--- config.mk ---
export PLATFORM = sky130hd
export DESIGN_NAME = dma_subsys_top
export DESIGN_NICKNAME = d
export VERILOG_FILES = /design/src/common/axi_dma_pkg.sv /design/src/design/dma_subsys_top.sv /design/src/axi_dma/axi_dma_steer.sv /design/src/axi_dma/axi_dma_r.sv /design/src/axi_dma/axi_dma_w.sv
export SDC_FILE = /design/constraint.sdc
export NUM_CORES = 1
export LEC_CHECK = 0
export BUFFER_PORTS_ARGS = -buffer_cell sky130_fd_sc_hd__buf_2
export CORE_AREA = 2 2 119 121
export DETAILED_ROUTE_END_ITERATION = 12
export DIE_AREA = 0 0 121 123
export GPL_TIMING_DRIVEN = 0
export PLACE_DENSITY = 0.52
export SYNTH_ARGS = -nofsm -noshare
export SYNTH_HDL_FRONTEND = slang
export SYNTH_HIERARCHICAL = 1
export SYNTH_SLANG_ARGS = --single-unit
--- constraint.sdc ---
create_clock -name clk -period 1.8 [get_ports clk]
set_input_delay 0.27 -clock clk [delete_from_list [all_inputs] [get_ports clk]]
set_output_delay 0.27 -clock clk [all_outputs]
set_load 0.01 [all_outputs]
--- src/common/axi_dma_pkg.sv ---
package axi_dma_pkg;

	// Bus and field widths
	localparam int ADDR_W  = 32;
	localparam int DATA_W  = 32;
	localparam int STRB_W  = DATA_W / 8;
	localparam int LEN_W   = 8;
	localparam int SIZE_W  = 3;
	localparam int RESP_W  = 2;
	localparam int BURST_W = 2;
	localparam int CACHE_W = 4;
	localparam int PROT_W  = 3;

	// Fixed AXI attributes
	localparam logic [BURST_W-1:0] BURST_INCR = 2'b01;
	localparam logic [CACHE_W-1:0] CACHE_DEF  = 4'h2;
	localparam logic [PROT_W-1:0]  PROT_DEF   = 3'b010;
	localparam logic [RESP_W-1:0]  RESP_OKAY  = 2'b00;

	typedef logic [ADDR_W-1:0] addr_t;
	typedef logic [DATA_W-1:0] data_t;
	typedef logic [STRB_W-1:0] strb_t;
	typedef logic [LEN_W-1:0]  len_t;
	typedef logic [SIZE_W-1:0] size_t;
	typedef logic [RESP_W-1:0] resp_t;
	// One bit wider than len so a full count never wraps
	typedef logic [LEN_W:0]    beat_cnt_t;

	typedef struct packed {
		len_t  len;
		size_t size;
	} dma_cfg_t;

	// Shared by AW and AR
	typedef struct packed {
		addr_t              addr;
		len_t               len;
		size_t              size;
		logic [BURST_W-1:0] burst;
		logic [CACHE_W-1:0] cache;
		logic [PROT_W-1:0]  prot;
	} axi_addr_t;

	typedef struct packed {
		data_t data;
		strb_t strb;
		logic  last;
	} axi_w_t;

	typedef struct packed {
		data_t data;
		resp_t resp;
		logic  last;
	} axi_r_t;

	typedef struct packed {
		logic done;
		logic err;
	} eng_status_t;

	typedef enum logic [1:0] {W_ADDR, W_DATA, W_RESP} wr_state_t;
	typedef enum logic {R_ADDR, R_DATA} rd_state_t;

endpackage
--- src/design/dma_subsys_top.sv ---
`timescale 1ns/10ps

module dma_subsys_top (
	input  logic                   clk,
	input  logic                   rst,

	// Databus
	input  logic                   valid,
	input  axi_dma_pkg::addr_t     addr,
	input  axi_dma_pkg::data_t     wdata,
	input  axi_dma_pkg::strb_t     wstrb,
	input  axi_dma_pkg::dma_cfg_t  cfg,
	output logic                   ready,
	output axi_dma_pkg::data_t     rdata,
	output logic                   error,

	// AXI master port
	output axi_dma_pkg::axi_addr_t aw,
	output logic                   awvalid,
	input  logic                   awready,
	output axi_dma_pkg::axi_w_t    w,
	output logic                   wvalid,
	input  logic                   wready,
	input  axi_dma_pkg::resp_t     bresp,
	input  logic                   bvalid,
	output logic                   bready,
	output axi_dma_pkg::axi_addr_t ar,
	output logic                   arvalid,
	input  logic                   arready,
	input  axi_dma_pkg::axi_r_t    r,
	input  logic                   rvalid,
	output logic                   rready
);

	logic                     wr_valid;
	logic                     rd_valid;
	logic                     wr_ready;
	logic                     rd_ready;
	axi_dma_pkg::data_t       rd_data;
	axi_dma_pkg::eng_status_t wr_status;
	axi_dma_pkg::eng_status_t rd_status;

	axi_dma_steer u_steer (
		.clk       (clk),
		.rst       (rst),
		.valid     (valid),
		.wstrb     (wstrb),
		.wr_ready  (wr_ready),
		.rd_ready  (rd_ready),
		.rd_data   (rd_data),
		.wr_status (wr_status),
		.rd_status (rd_status),
		.wr_valid  (wr_valid),
		.rd_valid  (rd_valid),
		.ready     (ready),
		.rdata     (rdata),
		.error     (error)
	);

	axi_dma_w u_dma_w (
		.clk        (clk),
		.rst        (rst),
		.req_valid  (wr_valid),
		.req_addr   (addr),
		.req_wdata  (wdata),
		.req_wstrb  (wstrb),
		.cfg        (cfg),
		.beat_ready (wr_ready),
		.aw         (aw),
		.awvalid    (awvalid),
		.awready    (awready),
		.w          (w),
		.wvalid     (wvalid),
		.wready     (wready),
		.bresp      (bresp),
		.bvalid     (bvalid),
		.bready     (bready),
		.status     (wr_status)
	);

	axi_dma_r u_dma_r (
		.clk        (clk),
		.rst        (rst),
		.req_valid  (rd_valid),
		.req_addr   (addr),
		.cfg        (cfg),
		.beat_ready (rd_ready),
		.rdata      (rd_data),
		.ar         (ar),
		.arvalid    (arvalid),
		.arready    (arready),
		.r          (r),
		.rvalid     (rvalid),
		.rready     (rready),
		.status     (rd_status)
	);

endmodule

--- src/axi_dma/axi_dma_steer.sv ---
`timescale 1ns/10ps

module axi_dma_steer (
	input  logic                     clk,
	input  logic                     rst,

	// Databus request
	input  logic                     valid,
	input  axi_dma_pkg::strb_t       wstrb,

	// Engine replies
	input  logic                     wr_ready,
	input  logic                     rd_ready,
	input  axi_dma_pkg::data_t       rd_data,
	input  axi_dma_pkg::eng_status_t wr_status,
	input  axi_dma_pkg::eng_status_t rd_status,

	// Engine requests
	output logic                     wr_valid,
	output logic                     rd_valid,

	// Databus reply
	output logic                     ready,
	output axi_dma_pkg::data_t       rdata,
	output logic                     error
);

	logic busy;
	logic sel_wr;
	logic pick_wr;

	// Latched choice while a burst is open, strobe decides otherwise
	assign pick_wr  = busy ? sel_wr : (wstrb != '0);
	assign wr_valid = valid && pick_wr;
	assign rd_valid = valid && !pick_wr;

	// Only the selected engine can pulse
	assign ready = wr_ready | rd_ready;
	assign rdata = rd_data;

	always_ff @(posedge clk or posedge rst) begin
		if (rst) begin
			busy   <= 1'b0;
			sel_wr <= 1'b0;
			error  <= 1'b0;
		end else begin
			if (wr_status.done || rd_status.done) begin
				busy <= 1'b0;
			end else if (valid && !busy) begin
				busy   <= 1'b1;
				sel_wr <= (wstrb != '0);
			end
			// Error of the most recent burst
			if (wr_status.done)
				error <= wr_status.err;
			else if (rd_status.done)
				error <= rd_status.err;
		end
	end

	a_one_engine: assert property (@(posedge clk) disable iff (rst)
		!(wr_ready && rd_ready))
		else $error("Both engines pulsed ready");

	// A done pulse must come from the engine that owns the burst
	a_done_owner: assert property (@(posedge clk) disable iff (rst)
		(!wr_status.done || (busy && sel_wr)) && (!rd_status.done || (busy && !sel_wr)))
		else $error("Done from an engine that was not selected");

endmodule

--- src/axi_dma/axi_dma_r.sv ---
`timescale 1ns/10ps

module axi_dma_r (
	input  logic                     clk,
	input  logic                     rst,

	// Databus side, already steered
	input  logic                     req_valid,
	input  axi_dma_pkg::addr_t       req_addr,
	input  axi_dma_pkg::dma_cfg_t    cfg,
	output logic                     beat_ready,
	output axi_dma_pkg::data_t       rdata,

	// AR channel
	output axi_dma_pkg::axi_addr_t   ar,
	output logic                     arvalid,
	input  logic                     arready,

	// R channel
	input  axi_dma_pkg::axi_r_t      r,
	input  logic                     rvalid,
	output logic                     rready,

	output axi_dma_pkg::eng_status_t status
);

	axi_dma_pkg::rd_state_t state, state_nxt;
	logic                   err_acc, err_acc_nxt;
	logic                   beat_err;

	assign ar = '{
		addr:  req_addr,
		len:   cfg.len,
		size:  cfg.size,
		burst: axi_dma_pkg::BURST_INCR,
		cache: axi_dma_pkg::CACHE_DEF,
		prot:  axi_dma_pkg::PROT_DEF
	};

	// Read data is valid whenever beat_ready pulses
	assign rdata    = r.data;
	assign beat_err = (r.resp != axi_dma_pkg::RESP_OKAY);

	always_ff @(posedge clk or posedge rst) begin
		if (rst) begin
			state   <= axi_dma_pkg::R_ADDR;
			err_acc <= 1'b0;
		end else begin
			state   <= state_nxt;
			err_acc <= err_acc_nxt;
		end
	end

	always_comb begin
		state_nxt   = state;
		err_acc_nxt = err_acc;
		arvalid     = 1'b0;
		rready      = 1'b0;
		beat_ready  = 1'b0;
		status      = '0;
		case (state)
			axi_dma_pkg::R_ADDR: begin
				err_acc_nxt = 1'b0;
				arvalid     = req_valid;
				if (req_valid && arready)
					state_nxt = axi_dma_pkg::R_DATA;
			end
			axi_dma_pkg::R_DATA: begin
				rready     = req_valid;
				beat_ready = req_valid && rvalid;
				if (beat_ready) begin
					err_acc_nxt = err_acc | beat_err;
					// Slave marks the end of the burst
					if (r.last) begin
						status.done = 1'b1;
						status.err  = err_acc | beat_err;
						state_nxt   = axi_dma_pkg::R_ADDR;
					end
				end
			end
			default: state_nxt = axi_dma_pkg::R_ADDR;
		endcase
	end

	a_ar_hold: assert property (@(posedge clk) disable iff (rst)
		arvalid && !arready |=> arvalid)
		else $error("arvalid dropped before arready");

endmodule

--- src/axi_dma/axi_dma_w.sv ---
`timescale 1ns/10ps

module axi_dma_w (
	input  logic                     clk,
	input  logic                     rst,

	// Databus side, already steered
	input  logic                     req_valid,
	input  axi_dma_pkg::addr_t       req_addr,
	input  axi_dma_pkg::data_t       req_wdata,
	input  axi_dma_pkg::strb_t       req_wstrb,
	input  axi_dma_pkg::dma_cfg_t    cfg,
	output logic                     beat_ready,

	// AW channel
	output axi_dma_pkg::axi_addr_t   aw,
	output logic                     awvalid,
	input  logic                     awready,

	// W channel
	output axi_dma_pkg::axi_w_t      w,
	output logic                     wvalid,
	input  logic                     wready,

	// B channel
	input  axi_dma_pkg::resp_t       bresp,
	input  logic                     bvalid,
	output logic                     bready,

	output axi_dma_pkg::eng_status_t status
);

	axi_dma_pkg::wr_state_t state, state_nxt;
	axi_dma_pkg::beat_cnt_t cnt, cnt_nxt;
	logic                   last_beat;

	// Address attributes follow the request and the configuration
	assign aw = '{
		addr:  req_addr,
		len:   cfg.len,
		size:  cfg.size,
		burst: axi_dma_pkg::BURST_INCR,
		cache: axi_dma_pkg::CACHE_DEF,
		prot:  axi_dma_pkg::PROT_DEF
	};

	assign last_beat = (state == axi_dma_pkg::W_DATA) && (cnt == {1'b0, cfg.len});

	// Write data goes straight from the databus
	assign w = '{
		data: req_wdata,
		strb: req_wstrb,
		last: last_beat
	};

	always_ff @(posedge clk or posedge rst) begin
		if (rst) begin
			state <= axi_dma_pkg::W_ADDR;
			cnt   <= '0;
		end else begin
			state <= state_nxt;
			cnt   <= cnt_nxt;
		end
	end

	always_comb begin
		state_nxt  = state;
		cnt_nxt    = cnt;
		awvalid    = 1'b0;
		wvalid     = 1'b0;
		bready     = 1'b0;
		beat_ready = 1'b0;
		status     = '0;
		case (state)
			axi_dma_pkg::W_ADDR: begin
				cnt_nxt = '0;
				awvalid = req_valid;
				if (req_valid && awready)
					state_nxt = axi_dma_pkg::W_DATA;
			end
			axi_dma_pkg::W_DATA: begin
				wvalid     = req_valid;
				beat_ready = req_valid && wready;
				if (beat_ready) begin
					cnt_nxt = cnt + 1'b1;
					if (last_beat)
						state_nxt = axi_dma_pkg::W_RESP;
				end
			end
			axi_dma_pkg::W_RESP: begin
				bready = 1'b1;
				if (bvalid) begin
					status.done = 1'b1;
					status.err  = (bresp != axi_dma_pkg::RESP_OKAY);
					state_nxt   = axi_dma_pkg::W_ADDR;
				end
			end
			default: state_nxt = axi_dma_pkg::W_ADDR;
		endcase
	end

	// Last only on a live beat
	a_wlast: assert property (@(posedge clk) disable iff (rst)
		w.last |-> wvalid)
		else $error("W last without wvalid");

	// User must keep the request up until AW is taken
	a_aw_hold: assert property (@(posedge clk) disable iff (rst)
		awvalid && !awready |=> awvalid)
		else $error("awvalid dropped before awready");

endmodule

# ---- Word level (Yosys, flattened, before mapping)
# Index checks and enable logic that the tools add are counted.
dict set report word_totals {
  reg_bits 16
  input_bits 124
  output_inout_bits 180
  word_cells 71
}
dict set report classes {
  add_sub_neg 1
  eq_ne 8
  mux 30
  bitwise 4
  reduce_logical 21
}
# operator count
set ops {}
lappend ops {{two-way mux 2 bit} 9}
lappend ops {{case mux 9 bit (2 select lines)} 1}
lappend ops {{two-way mux 1 bit} 16}
lappend ops {{nonzero test 2 bit} 5}
lappend ops {{adder 9 x 1 -> 9 bit (second input constant)} 1}
lappend ops {{equality test 9 x 8 -> 1 bit} 1}
lappend ops {{two-way mux 9 bit} 1}
lappend ops {{logical AND 1 bit} 8}
lappend ops {{!= test 2 bit (second input constant)} 3}
lappend ops {{case mux 2 bit (3 select lines)} 1}
lappend ops {{!= test 2 x 1 -> 1 bit (second input constant)} 2}
lappend ops {{case mux 1 bit (2 select lines)} 2}
lappend ops {{AND reduction 2 bit} 2}
lappend ops {{AND reduction 4 bit} 1}
lappend ops {{nonzero test 4 bit} 1}
lappend ops {{equality test 2 x 1 -> 1 bit (second input constant)} 1}
lappend ops {{equality test 2 bit (second input constant)} 1}
lappend ops {{zero test 1 bit} 2}
lappend ops {{zero test 2 bit} 1}
lappend ops {{NOT 1 bit} 2}
lappend ops {{bitwise OR 1 bit} 2}
lappend ops {{logical OR 1 bit} 1}

# ---- Longest topological paths before layout
# Gate-level depths: netlist of the first run.
dict set report depth {
  word_depth 10
  depth_mapped 8
  mapped_depth_nobuf 7
}

# ---- Hierarchy
# Netlist of the first run, hierarchy kept.
# module instances cells_each area_each_um2 seq_area_each_um2
set by_module_without_submodules {}
lappend by_module_without_submodules {axi_dma_w 1 164 1376.3 275.3}
lappend by_module_without_submodules {axi_dma_r 1 98 763.2 50.0}
lappend by_module_without_submodules {axi_dma_steer 1 50 416.6 75.1}

# ---- Least setup slack after synthesis of the first run
# OpenSTA, ideal clock, no wires.
dict set report synth_timing {
  path_type {input port to output port}
  from {input port wstrb[3]}
  to {output port ready}
  t_arrival_ns 1.681
  required_time_ns 1.530
  setup_slack_ns -0.151
  path_stages 6
  n_path_buf 1
  cell_sequence {or4_4 > o211a_1 > nand4b_4 > clkinv_2 > buf_6 > or2_2}
}
dict set report synth_via {
  word_cells_on_any_way 10
  cone_classes {mux (3); bitwise (1); reduce/logical (6)}
}
# element line_no
set synth_rtl {}
lappend synth_rtl {{start, declared} dma_subsys_top.sv:11} ;# input axi_dma_pkg::strb_t wstrb,
lappend synth_rtl {{nonzero test 4 bit} axi_dma_steer.sv:33} ;# assign pick_wr = busy ? sel_wr : (wstrb != '0);
lappend synth_rtl {{two-way mux 1 bit} axi_dma_steer.sv:33}
lappend synth_rtl {{logical AND 1 bit} axi_dma_steer.sv:34} ;# assign wr_valid = valid && pick_wr;
lappend synth_rtl {{via wr_valid} dma_subsys_top.sv:35} ;# logic wr_valid;
lappend synth_rtl {{logical AND 1 bit} axi_dma_w.sv:83} ;# beat_ready = req_valid && wready;
lappend synth_rtl {{two-way mux 1 bit} axi_dma_w.sv:74} ;# case (state)
lappend synth_rtl {{via wr_ready} dma_subsys_top.sv:37} ;# logic wr_ready;
lappend synth_rtl {{bitwise OR 1 bit} axi_dma_steer.sv:38} ;# assign ready = wr_ready | rd_ready;
lappend synth_rtl {{end, declared} dma_subsys_top.sv:13} ;# output logic ready,
# The timed path passes the listed nets, and every way through them passes these cells.

# ---- Final worst setup path of the first run
dict set report layout_timing {
  from {input port wstrb[0]}
  to {output port ready}
}
# The elaborated chain is that of the path after synthesis.

==> results of run 1 <==
## synthesized netlist by cell type, types with 3 or more instances
| library cell | instances | share of area [%] |
|---|---|---|
| buf_4 | 205 | 60 |
| xnor2_1 | 3 | 1.0 |
| o21ai_0 | 10 | 2.0 |
| nand2_1 | 5 | 0.73 |
| nand4_1 | 3 | 0.73 |
| inv_1 | 4 | 0.59 |
| conb_1 | 4 | 0.59 |
| xor2_1 | 7 | 2.4 |
| nor2_1 | 7 | 1.0 |
| dfrtp_1 | 16 | 16 |
| and3_1 | 3 | 0.73 |
## through the flow
stage                     total power, uW  setup TNS, ns  setup slack [ns]  std cells
after floorplan                      1178        -0.1188          -0.08880        326
after detailed placement             1477         -2.500           -0.4048        692
after global placement               1470         -2.174           -0.3946        692
final                                2007        -0.2648           -0.1736        705
after global routing                 2143        -0.4699           -0.2088        705
after CTS                            2013        -0.2809           -0.1736        703
## logic make-up after synthesis
group	synth area share, %
AO/OA/AOI/OAI	5.580
multiplexers	1.224
AND/OR/NAND/NOR	11.60
adder cells (fa/ha/maj)	0.4894
other	0.5872
XOR/XNOR	3.427
buffers and inverters	61.43
flip-flops	15.66
## cells in the final DEF (no fill, tap or decap), drive strengths merged, types with 3 or more instances in the layout
cell type  instances
xnor2              3
inv                4
and3               4
nand3              3
nor2               8
nand4              3
and2               3
conb              18
xor2               7
clkbuf             3
nand2              5
o21ai             12
dfrtp             16
buf              401
## worst paths after layout
path,endpoint,slack (ns),cells after the start
setup / recovery,ready,-0.17,7
hold / removal,u_dma_r/state$_DFF_PP0_,0.28,3
setup reg to reg,u_steer/sel_wr$_DFFE_PP0P_,0.11,5
hold reg to reg,u_dma_r/err_acc$_DFFE_PP0P_,0.49,1
max in group asynchronous,u_dma_w/cnt[2]$_DFFE_PP0P_,0.83,3
min in group asynchronous,u_dma_r/state$_DFF_PP0_,0.46,3
## flip-flops by register name (all words and copies together), names as in the netlist
name	count
u_dma_w/cnt	9
u_dma_w/state	2
u_dma_r/err_acc	1
u_dma_r/state	1
u_steer/busy	1
u_steer/error	1
u_steer/sel_wr	1
## worst min-delay path: cells and delay by family
family	cells	cell delay, ns
AND/OR/NAND/NOR	1	0.08
buffers and inverters	1	0.08
AO/OA/AOI/OAI	1	0.05
## timing repair
item | in CTS | in global routing
pin swaps | 9 | 4
setup endpoints to repair | 7 | 12
hold buffers | 1 | 0
gates resized for setup | 15 | 4
endpoints found under the hold margin | 5 | 0
setup buffers | 9 | 2
## power by group
group | total (uW) | internal (uW) | switching (uW)
registers | 509 | 434 | 75.4
clock network | 420 | 291 | 129
logic | 1080 | 632 | 446
## area by class of cell
class | instances | area [um^2]
Fill cell | 1483 | 9609
Buffer | 204 | 1531
Timing Repair Buffer | 198 | 1059
Multi-Input combinational cell | 99 | 683.2
Sequential cell | 16 | 405.4
Tap cell | 180 | 225.2
Clock buffer | 3 | 75.07
Inverter | 5 | 23.77
## layer usage
layer | part of all wire (%) | wire, um | track usage [%]
met1 | 34 | 2318 | 8.111
met2 | 54 | 3676 | 14.64
met3 | 12 | 795 | 1.614
met4 | 0.45 | 31 | 1.526
met5 | 0 | 0 | 0
==> reports/metrics.cfg, run 1 <==
[global_routing]
grt_max_degree=12
grt_usage_pct=7.439
grt_pass1_wl_um=8901
grt_antenna_before_repair=0
global_route_total_overflow=0
grt_pass1_vias=2006

[critical_path]
slowest_delay_ns=0.56
timing.critical_path.slowest_stage_cell=or4_4
crit_start=wstrb[0]
timing.critical_path.buf_inv=3
critical_path_class=primary input to output pin
cp_cell_sequence=buf_6 -> or4_4 -> o211a_4 -> nand4b_4 -> clkinv_4 -> or2_4 -> buf_6
critical_path.max_fanout=3
critical_path.endpoint_type=output pin
critical-path-top-cell-by-count=buf_6
worst-endpoint-arrival_ns=1.70
crit_path_start_kind=primary input
r2r-start=u_steer/busy$_DFFE_PP0P_
critical-path-top-delay-family=simple AND/OR/NAND/NOR gates
worstPathRequired_ns=1.53

[sta]
final.setup_skew_ns=0.004709
final_max_slew_viol_count=0
max_freq_ghz=0.5067
final.period_utilization_pct=109.6
max-slew-margin-rel_pct=63.45
period_needed_ns=1.974
report.final.setup_viol=3
fin_hold_ws_ns=0.2828
worstMarginPinSlew_ns=0.5462
finalHoldViolations=0
rsz0062_at_grt=yes
worst_slack_ns=-0.1736

[floorplanning]
floorplan.initialDensity_pct=18.78
die_w_um=121
core_um2=13610
row_count=43
floorplan.die_area_um2=14880
ios=304
fp.dieH_um=123

[final_layout]
design.final.nets=652
final_core_util_pct=29.41
antenna_cells_inserted=0
fin_area_um2=4003
layout-area-overhead-vs-synth_pct=56.58
final_layout_size_suffix_gt1_share_pct=81.71

[synthesis]
yosysUniqueCellTypes=45
syn-mean-instance-area_um2=8.193
async_reset_ff_share_pct=100.0
ys.flop_type=dfrtp_1
number_of_enable_type_register_cells_in_the_synthesized_netlist=0
syn_area_um2=2556
syn_inst=312
number_of_synthesis_warnings=6
ys_seq_elements=16
ys_seq_area_share_pct=15.66

[placement]
place.detailed.hpwl_um=5988
gp_congestion=0.7292
placed_area_um2=3775
io_buffers=186

[min_path]
min-delay-start=arready
holdCritPathClass=primary input to register

[clock_network]
ctsLongestPathBuffers=2
clock_tree.htree_level_count=1
cts.sink_count=16
tritoncts.num_buffers=3
clock_insertion_delay_worst_skew_ns=0.24
path_clk_slew_ns=0.05
cts.root.buffer_cell=clkbuf_16
tritoncts=built

[detailed_routing]
drtPass1Iterations=4
remaining_drc_errors=0
wl_final_um=6822
drt.antenna.violating_nets=0
post_dr_wirelength_cell_um=9.677
drt_iter0_drc=36
via_per_inst=3.443
via_count=2427

[pwr]
max-vdd-ir-drop_mv=0.2446
power.static_leakage_uw=0.002359
pwr_density_cell_nw_per_um2=501.3

[run_status]
violations=setup timing
status=complete, but fails checks

[job]
max-cap-violations=0

Power figures use the tool's default switching activity.
==> run 2, diff against run 1 <==
MAX_ROUTING_LAYER = met4   (was not set)
==> reports/metrics.cfg, run 2 (synthesis gave the netlist of run 1 again) <==
[global_routing]
global_route_total_overflow=0  ; unchanged
grt_usage_pct=7.654  ; +0.22 points
grt_antenna_before_repair=0  ; unchanged
grt_max_degree=12  ; unchanged
grt_pass1_vias=2005  ; -0.050%
grt_pass1_wl_um=8894  ; about the same

[critical_path]
critical_path.endpoint_type=output pin
worstPathRequired_ns=1.53  ; about the same
critical_path.max_fanout=3  ; unchanged
timing.rr.end=u_steer/sel_wr$_DFFE_PP0P_
rrSetupSlack_ns=0.11  ; about the same
reg2regPathDepth=5  ; unchanged
crit_start=wstrb[0]
end_of_the_critical_path=ready
r2r-start=u_steer/busy$_DFFE_PP0P_
crit_path_start_kind=primary input
critical_path_class=primary input to output pin
worst-endpoint-arrival_ns=1.71  ; about the same

[pwr]
power.static_leakage_uw=0.002359  ; unchanged
pwr_density_cell_nw_per_um2=501.4  ; about the same
max-vdd-ir-drop_mv=0.2447  ; about the same
report.power.total_uw=2007  ; about the same

[placement]
placed_cells=692  ; unchanged
io_buffers=186  ; unchanged
place.detailed.hpwl_um=5988  ; unchanged
gp_congestion=0.7380  ; +1.2%

[floorplanning]
floorplan.initialDensity_pct=18.78  ; unchanged
ios=304  ; unchanged
row_count=43  ; unchanged
die_w_um=121  ; unchanged
fp.dieH_um=123  ; unchanged
floorplan.die_area_um2=14880  ; unchanged
core_um2=13610  ; unchanged

[final_layout]
reg.largest.list=u_dma_w/cnt: 9 flops, u_dma_w/state: 2 flops
layout-area-overhead-vs-synth_pct=56.58  ; unchanged
final-instance-count-excl-fill=705  ; unchanged
regMostFlops=u_dma_w/cnt
mostFrequentLayoutCells=buf_4, buf_2, conb_1
antenna_cells_inserted=0  ; unchanged
largest_register_ffs=9  ; unchanged
design.final.nets=652  ; unchanged
layout.cells.most_common=buf_4
final_layout_size_suffix_gt1_share_pct=81.71  ; unchanged
final_core_util_pct=29.41  ; unchanged

[run_status]
status=complete, but fails checks
violations=setup timing

[sta]
worst_slack_ns=-0.1755  ; -0.001854 ns
fin_hold_ws_ns=0.2829  ; +0.00004500 ns
worstMarginPinSlew_ns=0.5475  ; +0.001304 ns
max-slew-margin-rel_pct=63.37  ; -0.087 points
max_freq_ghz=0.5062  ; about the same
final.period_utilization_pct=109.7  ; about the same
final.setup_skew_ns=0.004325  ; -0.0003839 ns
report.final.setup_viol=3  ; unchanged
finalHoldViolations=0  ; unchanged
tns_ns=-0.2658  ; -0.001009 ns
period_needed_ns=1.975  ; +0.001854 ns
rsz0062_at_grt=yes
final_max_slew_viol_count=0  ; unchanged

[clock_network]
cts.sink_count=16  ; unchanged
path_clk_slew_ns=0.05  ; about the same
tritoncts.num_buffers=3  ; unchanged
ctsLongestPathBuffers=2  ; unchanged
tritoncts=built
clock_tree.htree_level_count=1  ; unchanged
cts.root.buffer_cell=clkbuf_16
clock_insertion_delay_worst_skew_ns=0.24  ; about the same

[detailed_routing]
drt.antenna.violating_nets=0  ; unchanged
drt_iter0_drc=37  ; +2.8%
remaining_drc_errors=0  ; unchanged
post_dr_wirelength_cell_um=9.668  ; about the same
via_count=2419  ; -0.33%
drtPass1Iterations=4  ; unchanged
via_per_inst=3.431  ; -0.33%
wl_final_um=6816  ; about the same

[min_path]
holdCritPathClass=primary input to register

[job]
max-cap-violations=0  ; unchanged

-- run 2: cell counts in the layout (fill, tap and decap cells not counted) --
Identical to the previous run, type by type.
-- run 2: worst min-delay path by stage --
stage	start	endpoint	slack, ns	depth (start not counted)
2_1_floorplan	rst	u_dma_r/err_acc$_DFFE_PP0P_	0.01	1
3_3_place_gp	rst	u_dma_r/state$_DFF_PP0_	0.14	2
3_5_place_dp	rst	u_dma_r/state$_DFF_PP0_	0.15	2
4_1_cts	arready	u_dma_r/state$_DFF_PP0_	0.29	3
5_1_grt	arready	u_dma_r/state$_DFF_PP0_	0.32	3
6_report	arready	u_dma_r/state$_DFF_PP0_	0.28	3
-- run 2: area by class of cell --
class	instances	area [um^2]
fillers	1483	9609
plain buffers	204	1531
repair buffers	198	1059
multi-input cells	99	683.2
flip-flops and latches	16	405.4
well taps	180	225.2
clock buffers	3	75.07
inverters	5	23.77
-- run 2: power by group --
group          switching (uW)  internal, uW  total [uW]
clock                     129           291         420
combinational             446           632        1080
sequential               75.0           434         509
total                     650          1360        2010
-- run 2: metrics by stage --
stage | worst slack [ns] | instance area (um^2)
2_1_floorplan | -0.08880 | 2619
3_3_place_gp | -0.3946 | 3775
3_5_place_dp | -0.4048 | 3775
4_1_cts | -0.1736 | 3978
5_1_grt | -0.2088 | 4003
6_report | -0.1755 | 4003
-- run 2: critical path: stages --
cell,delay [ns]
buf_6,0.09
or4_4,0.56
o211a_4,0.27
nand4b_4,0.11
clkinv_4,0.06
or2_4,0.22
buf_6,0.12
-- run 2: timing repair --
| item | CTS | global route |
|---|---|---|
| gates resized for setup | 15 | 4 |
| hold endpoints to repair | 5 | 0 |
| hold buffers | 1 | 0 |
| endpoints found under the setup margin | 7 | 12 |
| pin swaps | 9 | 4 |
| setup buffers | 9 | 2 |
-- run 2: layer usage --
layer | vias up | track usage (%) | wire length [um]
met5 | - | - | 0
met4 | 0 | 1.526 | 35
met3 | 2 | 1.476 | 770
met2 | 172 | 14.64 | 3676
met1 | 1049 | 8.195 | 2333
li1 | 1196 | - | -
==> run 3, diff against run 2 <==
ABC_AREA = 1   (was not set)
CORE_AREA = 2 2 116 118   (was 2 2 119 121)
DIE_AREA = 0 0 118 120   (was 0 0 121 123)
PLACE_DENSITY = 0.55   (was 0.52)
==> reports/metrics.cfg, run 3 <==
[clock_network]
clock_insertion_delay_worst_skew_ns=0.25  ; about the same
cts.sink_count=16  ; unchanged
tritoncts.num_buffers=3  ; unchanged
cts.root.buffer_cell=clkbuf_16
clock_tree.htree_level_count=1  ; unchanged
ctsLongestPathBuffers=2  ; unchanged
tritoncts=built
path_clk_slew_ns=0.05  ; about the same

[final_layout]
number_of_inserted_filler_cells_in_the_final_layout=1454  ; -2.0%
design.final.nets=721  ; +11%
antenna_cells_inserted=0  ; unchanged
regMostFlops=u_dma_w/cnt
multiInputGateArea_um2=696.9  ; +2.0%
reg.largest.list=u_dma_w/cnt: 9 flops, u_dma_w/state: 2 flops
largest_register_ffs=9  ; unchanged
final_core_util_pct=31.61  ; +2.2 points
fin_area_um2=4103  ; +2.5%
layout.cells.most_common=buf_4
final_layout_size_suffix_gt1_share_pct=72.27  ; -9.4 points
layout-area-overhead-vs-synth_pct=52.30
mostFrequentLayoutCells=buf_4, buf_2, nand2_1
regArea_um2=401.6  ; -0.93%

[critical_path]
crit_path_start_kind=register
worstPathRequired_ns=1.53  ; about the same
critical_path.endpoint_type=output pin
critical_path.max_fanout=3  ; unchanged
critical_path_class=register to output pin
worst-endpoint-arrival_ns=1.50  ; -0.21 ns

[sta]
final_max_slew_viol_count=0  ; unchanged
worst_slack_ns=0.03475  ; +0.2102 ns
rsz0062_at_grt=yes
period_needed_ns=1.765  ; -0.2102 ns
max_freq_ghz=0.5665  ; +12%
finalHoldViolations=0  ; unchanged
final.setup_skew_ns=0.001590  ; -0.002734 ns
final.period_utilization_pct=98.07  ; -12 points
report.final.setup_viol=0  ; -3

[global_routing]
global_route_total_overflow=0  ; unchanged
grt_pass1_wl_um=9756  ; +9.7%
grt_usage_pct=8.474  ; +0.82 points
grt_antenna_before_repair=0  ; unchanged
grt_max_degree=12  ; unchanged
grt_pass1_vias=2264  ; +13%

[detailed_routing]
via_count=2572  ; +6.3%
drt_iter0_drc=26  ; -30%
remaining_drc_errors=0  ; unchanged
via_per_inst=3.336  ; -2.8%
drtPass1Iterations=4  ; unchanged
post_dr_wirelength_cell_um=8.311  ; -14%
drt.antenna.violating_nets=0  ; unchanged
wl_final_um=6408  ; -6.0%

[placement]
place.detailed.hpwl_um=5847  ; -2.4%
gp_congestion=0.7376  ; about the same
worst_slack_after_detailed_placement_ns=0.08924  ; +0.4941 ns
placed_area_um2=3897  ; +3.2%
io_buffers=186  ; unchanged

[synthesis]
number_of_synthesis_warnings=6  ; unchanged
yosys-top-cells-count=buf_4, nand2_1, inv_1
synth_most_common_cell=buf_4
number_of_enable_type_register_cells_in_the_synthesized_netlist=0  ; unchanged
synthDominantCellAreaShare_pct=57.13  ; -3.1 points
syn_area_um2=2694  ; +5.4%
async_reset_ff_share_pct=100.0  ; unchanged
netlist_top_cells_area=buf_4, dfrtp_1, nand2_1, inv_1, nor2_1
ys_seq_elements=16  ; unchanged
yosys.area.top_type=buf_4
yosysUniqueCellTypes=29  ; -36%
ys_seq_area_share_pct=14.86  ; -0.80 points
syn-mean-instance-area_um2=7.034  ; -14%
syn_inst=383  ; +23%
ys.flop_type=dfrtp_1

[floorplanning]
floorplan.initialDensity_pct=20.75  ; +2.0 points
ios=304  ; unchanged
die_w_um=118  ; -2.5%
floorplan.die_area_um2=14160  ; -4.9%
core_um2=12980  ; -4.6%
fp.dieH_um=120  ; -2.4%
row_count=42  ; -2.3%

[pwr]
p_clk_share_pct=21.9  ; +1.0 points
sequentialPowerShare_pct=23.6  ; -1.7 points
netSwitchingFraction_pct=34.87  ; +2.5 points
intPower_uw=1442  ; +6.3%
power.static_leakage_uw=0.002554  ; +8.3%
pwr_density_cell_nw_per_um2=539.5  ; +7.6%
max-vdd-ir-drop_mv=0.4229  ; +73%
power.net_switching_uw=771.8  ; +19%
share_comb_of_total_power_pct=54.4  ; +0.7 points

[job]
max-cap-violations=0  ; unchanged

[min_path]
holdCritPathClass=primary input to register

[run_status]
status=completed

run 3: cell count changes in the layout (fill, tap and decap cells not counted), sizes merged, moves of 3 or more:
| cell | change |
|---|---|
| nor2 | +20 |
| xnor2 | -3 |
| and3 | -4 |
| inv | +36 |
| nand2 | +49 |
| xor2 | -4 |
| buf | -3 |
| nand3 | +4 |
run 3: cells by family (layout without fill, tap and decap cells):
group	after synthesis	after routing	synth area share (%)
AOI/OAI and AO/OA	17	17	3.716
xor gates and xnor gates	3	3	0.9756
adders and majority gates	1	1	0.4644
buffers and inverters	245	443	62.70
DFF	16	16	14.86
other	4	18	0.5572
and+or+nand+nor	97	97	16.72
run 3: path summary, 6_finish.rpt:
check,to,slack (ns),startpoint,depth (start not counted)
worst max register to register,u_dma_w/cnt[6]$_DFFE_PP0P_,0.23,u_steer/busy$_DFFE_PP0P_,11
worst max-delay path,ready,0.03,u_steer/sel_wr$_DFFE_PP0P_,7
worst min register to register,u_steer/sel_wr$_DFFE_PP0P_,0.50,u_steer/sel_wr$_DFFE_PP0P_,2
min in group asynchronous,u_dma_r/state$_DFF_PP0_,0.45,rst,3
worst min-delay path,u_dma_r/state$_DFF_PP0_,0.24,arready,3
max in group asynchronous,u_dma_w/cnt[0]$_DFFE_PP0P_,0.85,rst,3
run 3: critical path, cell delays in order (launching register included):
cell and delay [ns]:
dfrtp_1 0.38, or2_4 0.27, nand2_2 0.08, nor2_4 0.05, nand2_4 0.09, nor2_8 0.04, or2_4 0.22, buf_6 0.12
run 3: timing repair:
action | 4_1_cts | 5_1_grt
buffers inserted | 5 | 3
pin swaps | 4 | 7
endpoints found under the setup margin | 2 | 4
hold buffers | 1 | 0
endpoints found under the hold margin | 5 | 0
resized for setup | 8 | 10
run 3: routing by layer:
layer,up-vias,routed length [um],global-route usage (%)
li1,1348,-,-
met1,1070,2258,8.706
met4,0,8,0.9036
met5,-,0,-
met2,152,3425,16.24
met3,2,716,2.709
run 3: area by class of cell:
type	count	share of cell area (%)
timing repair buffer	195	24.70
tap	176	5.367
inverter	40	3.660
buffer	204	37.33
multi-input combinational	136	16.99
sequential	16	9.790
clock buffer	4	2.165
run 3: power by group through the flow:
| stage | registers [uW] | clock network (uW) | logic [uW] |
|---|---|---|---|
| after global placement | 542 | 0 | 1070 |
| after global routing | 539 | 511 | 1340 |
| after detailed placement | 544 | 0 | 1080 |
| final | 523 | 485 | 1200 |
| after floorplan | 522 | 0 | 781 |
| after CTS | 522 | 499 | 1190 |
run 3: through the flow:
step	cells	hold slack, ns	setup TNS, ns	total power (uW)
2_1_floorplan	397	0.01118	0	1303
3_3_place_gp	759	0.1621	0	1616
3_5_place_dp	759	0.1597	0	1626
4_1_cts	769	0.2366	-0.01402	2212
5_1_grt	771	0.2523	-0.05286	2387
6_report	771	0.2366	0	2213
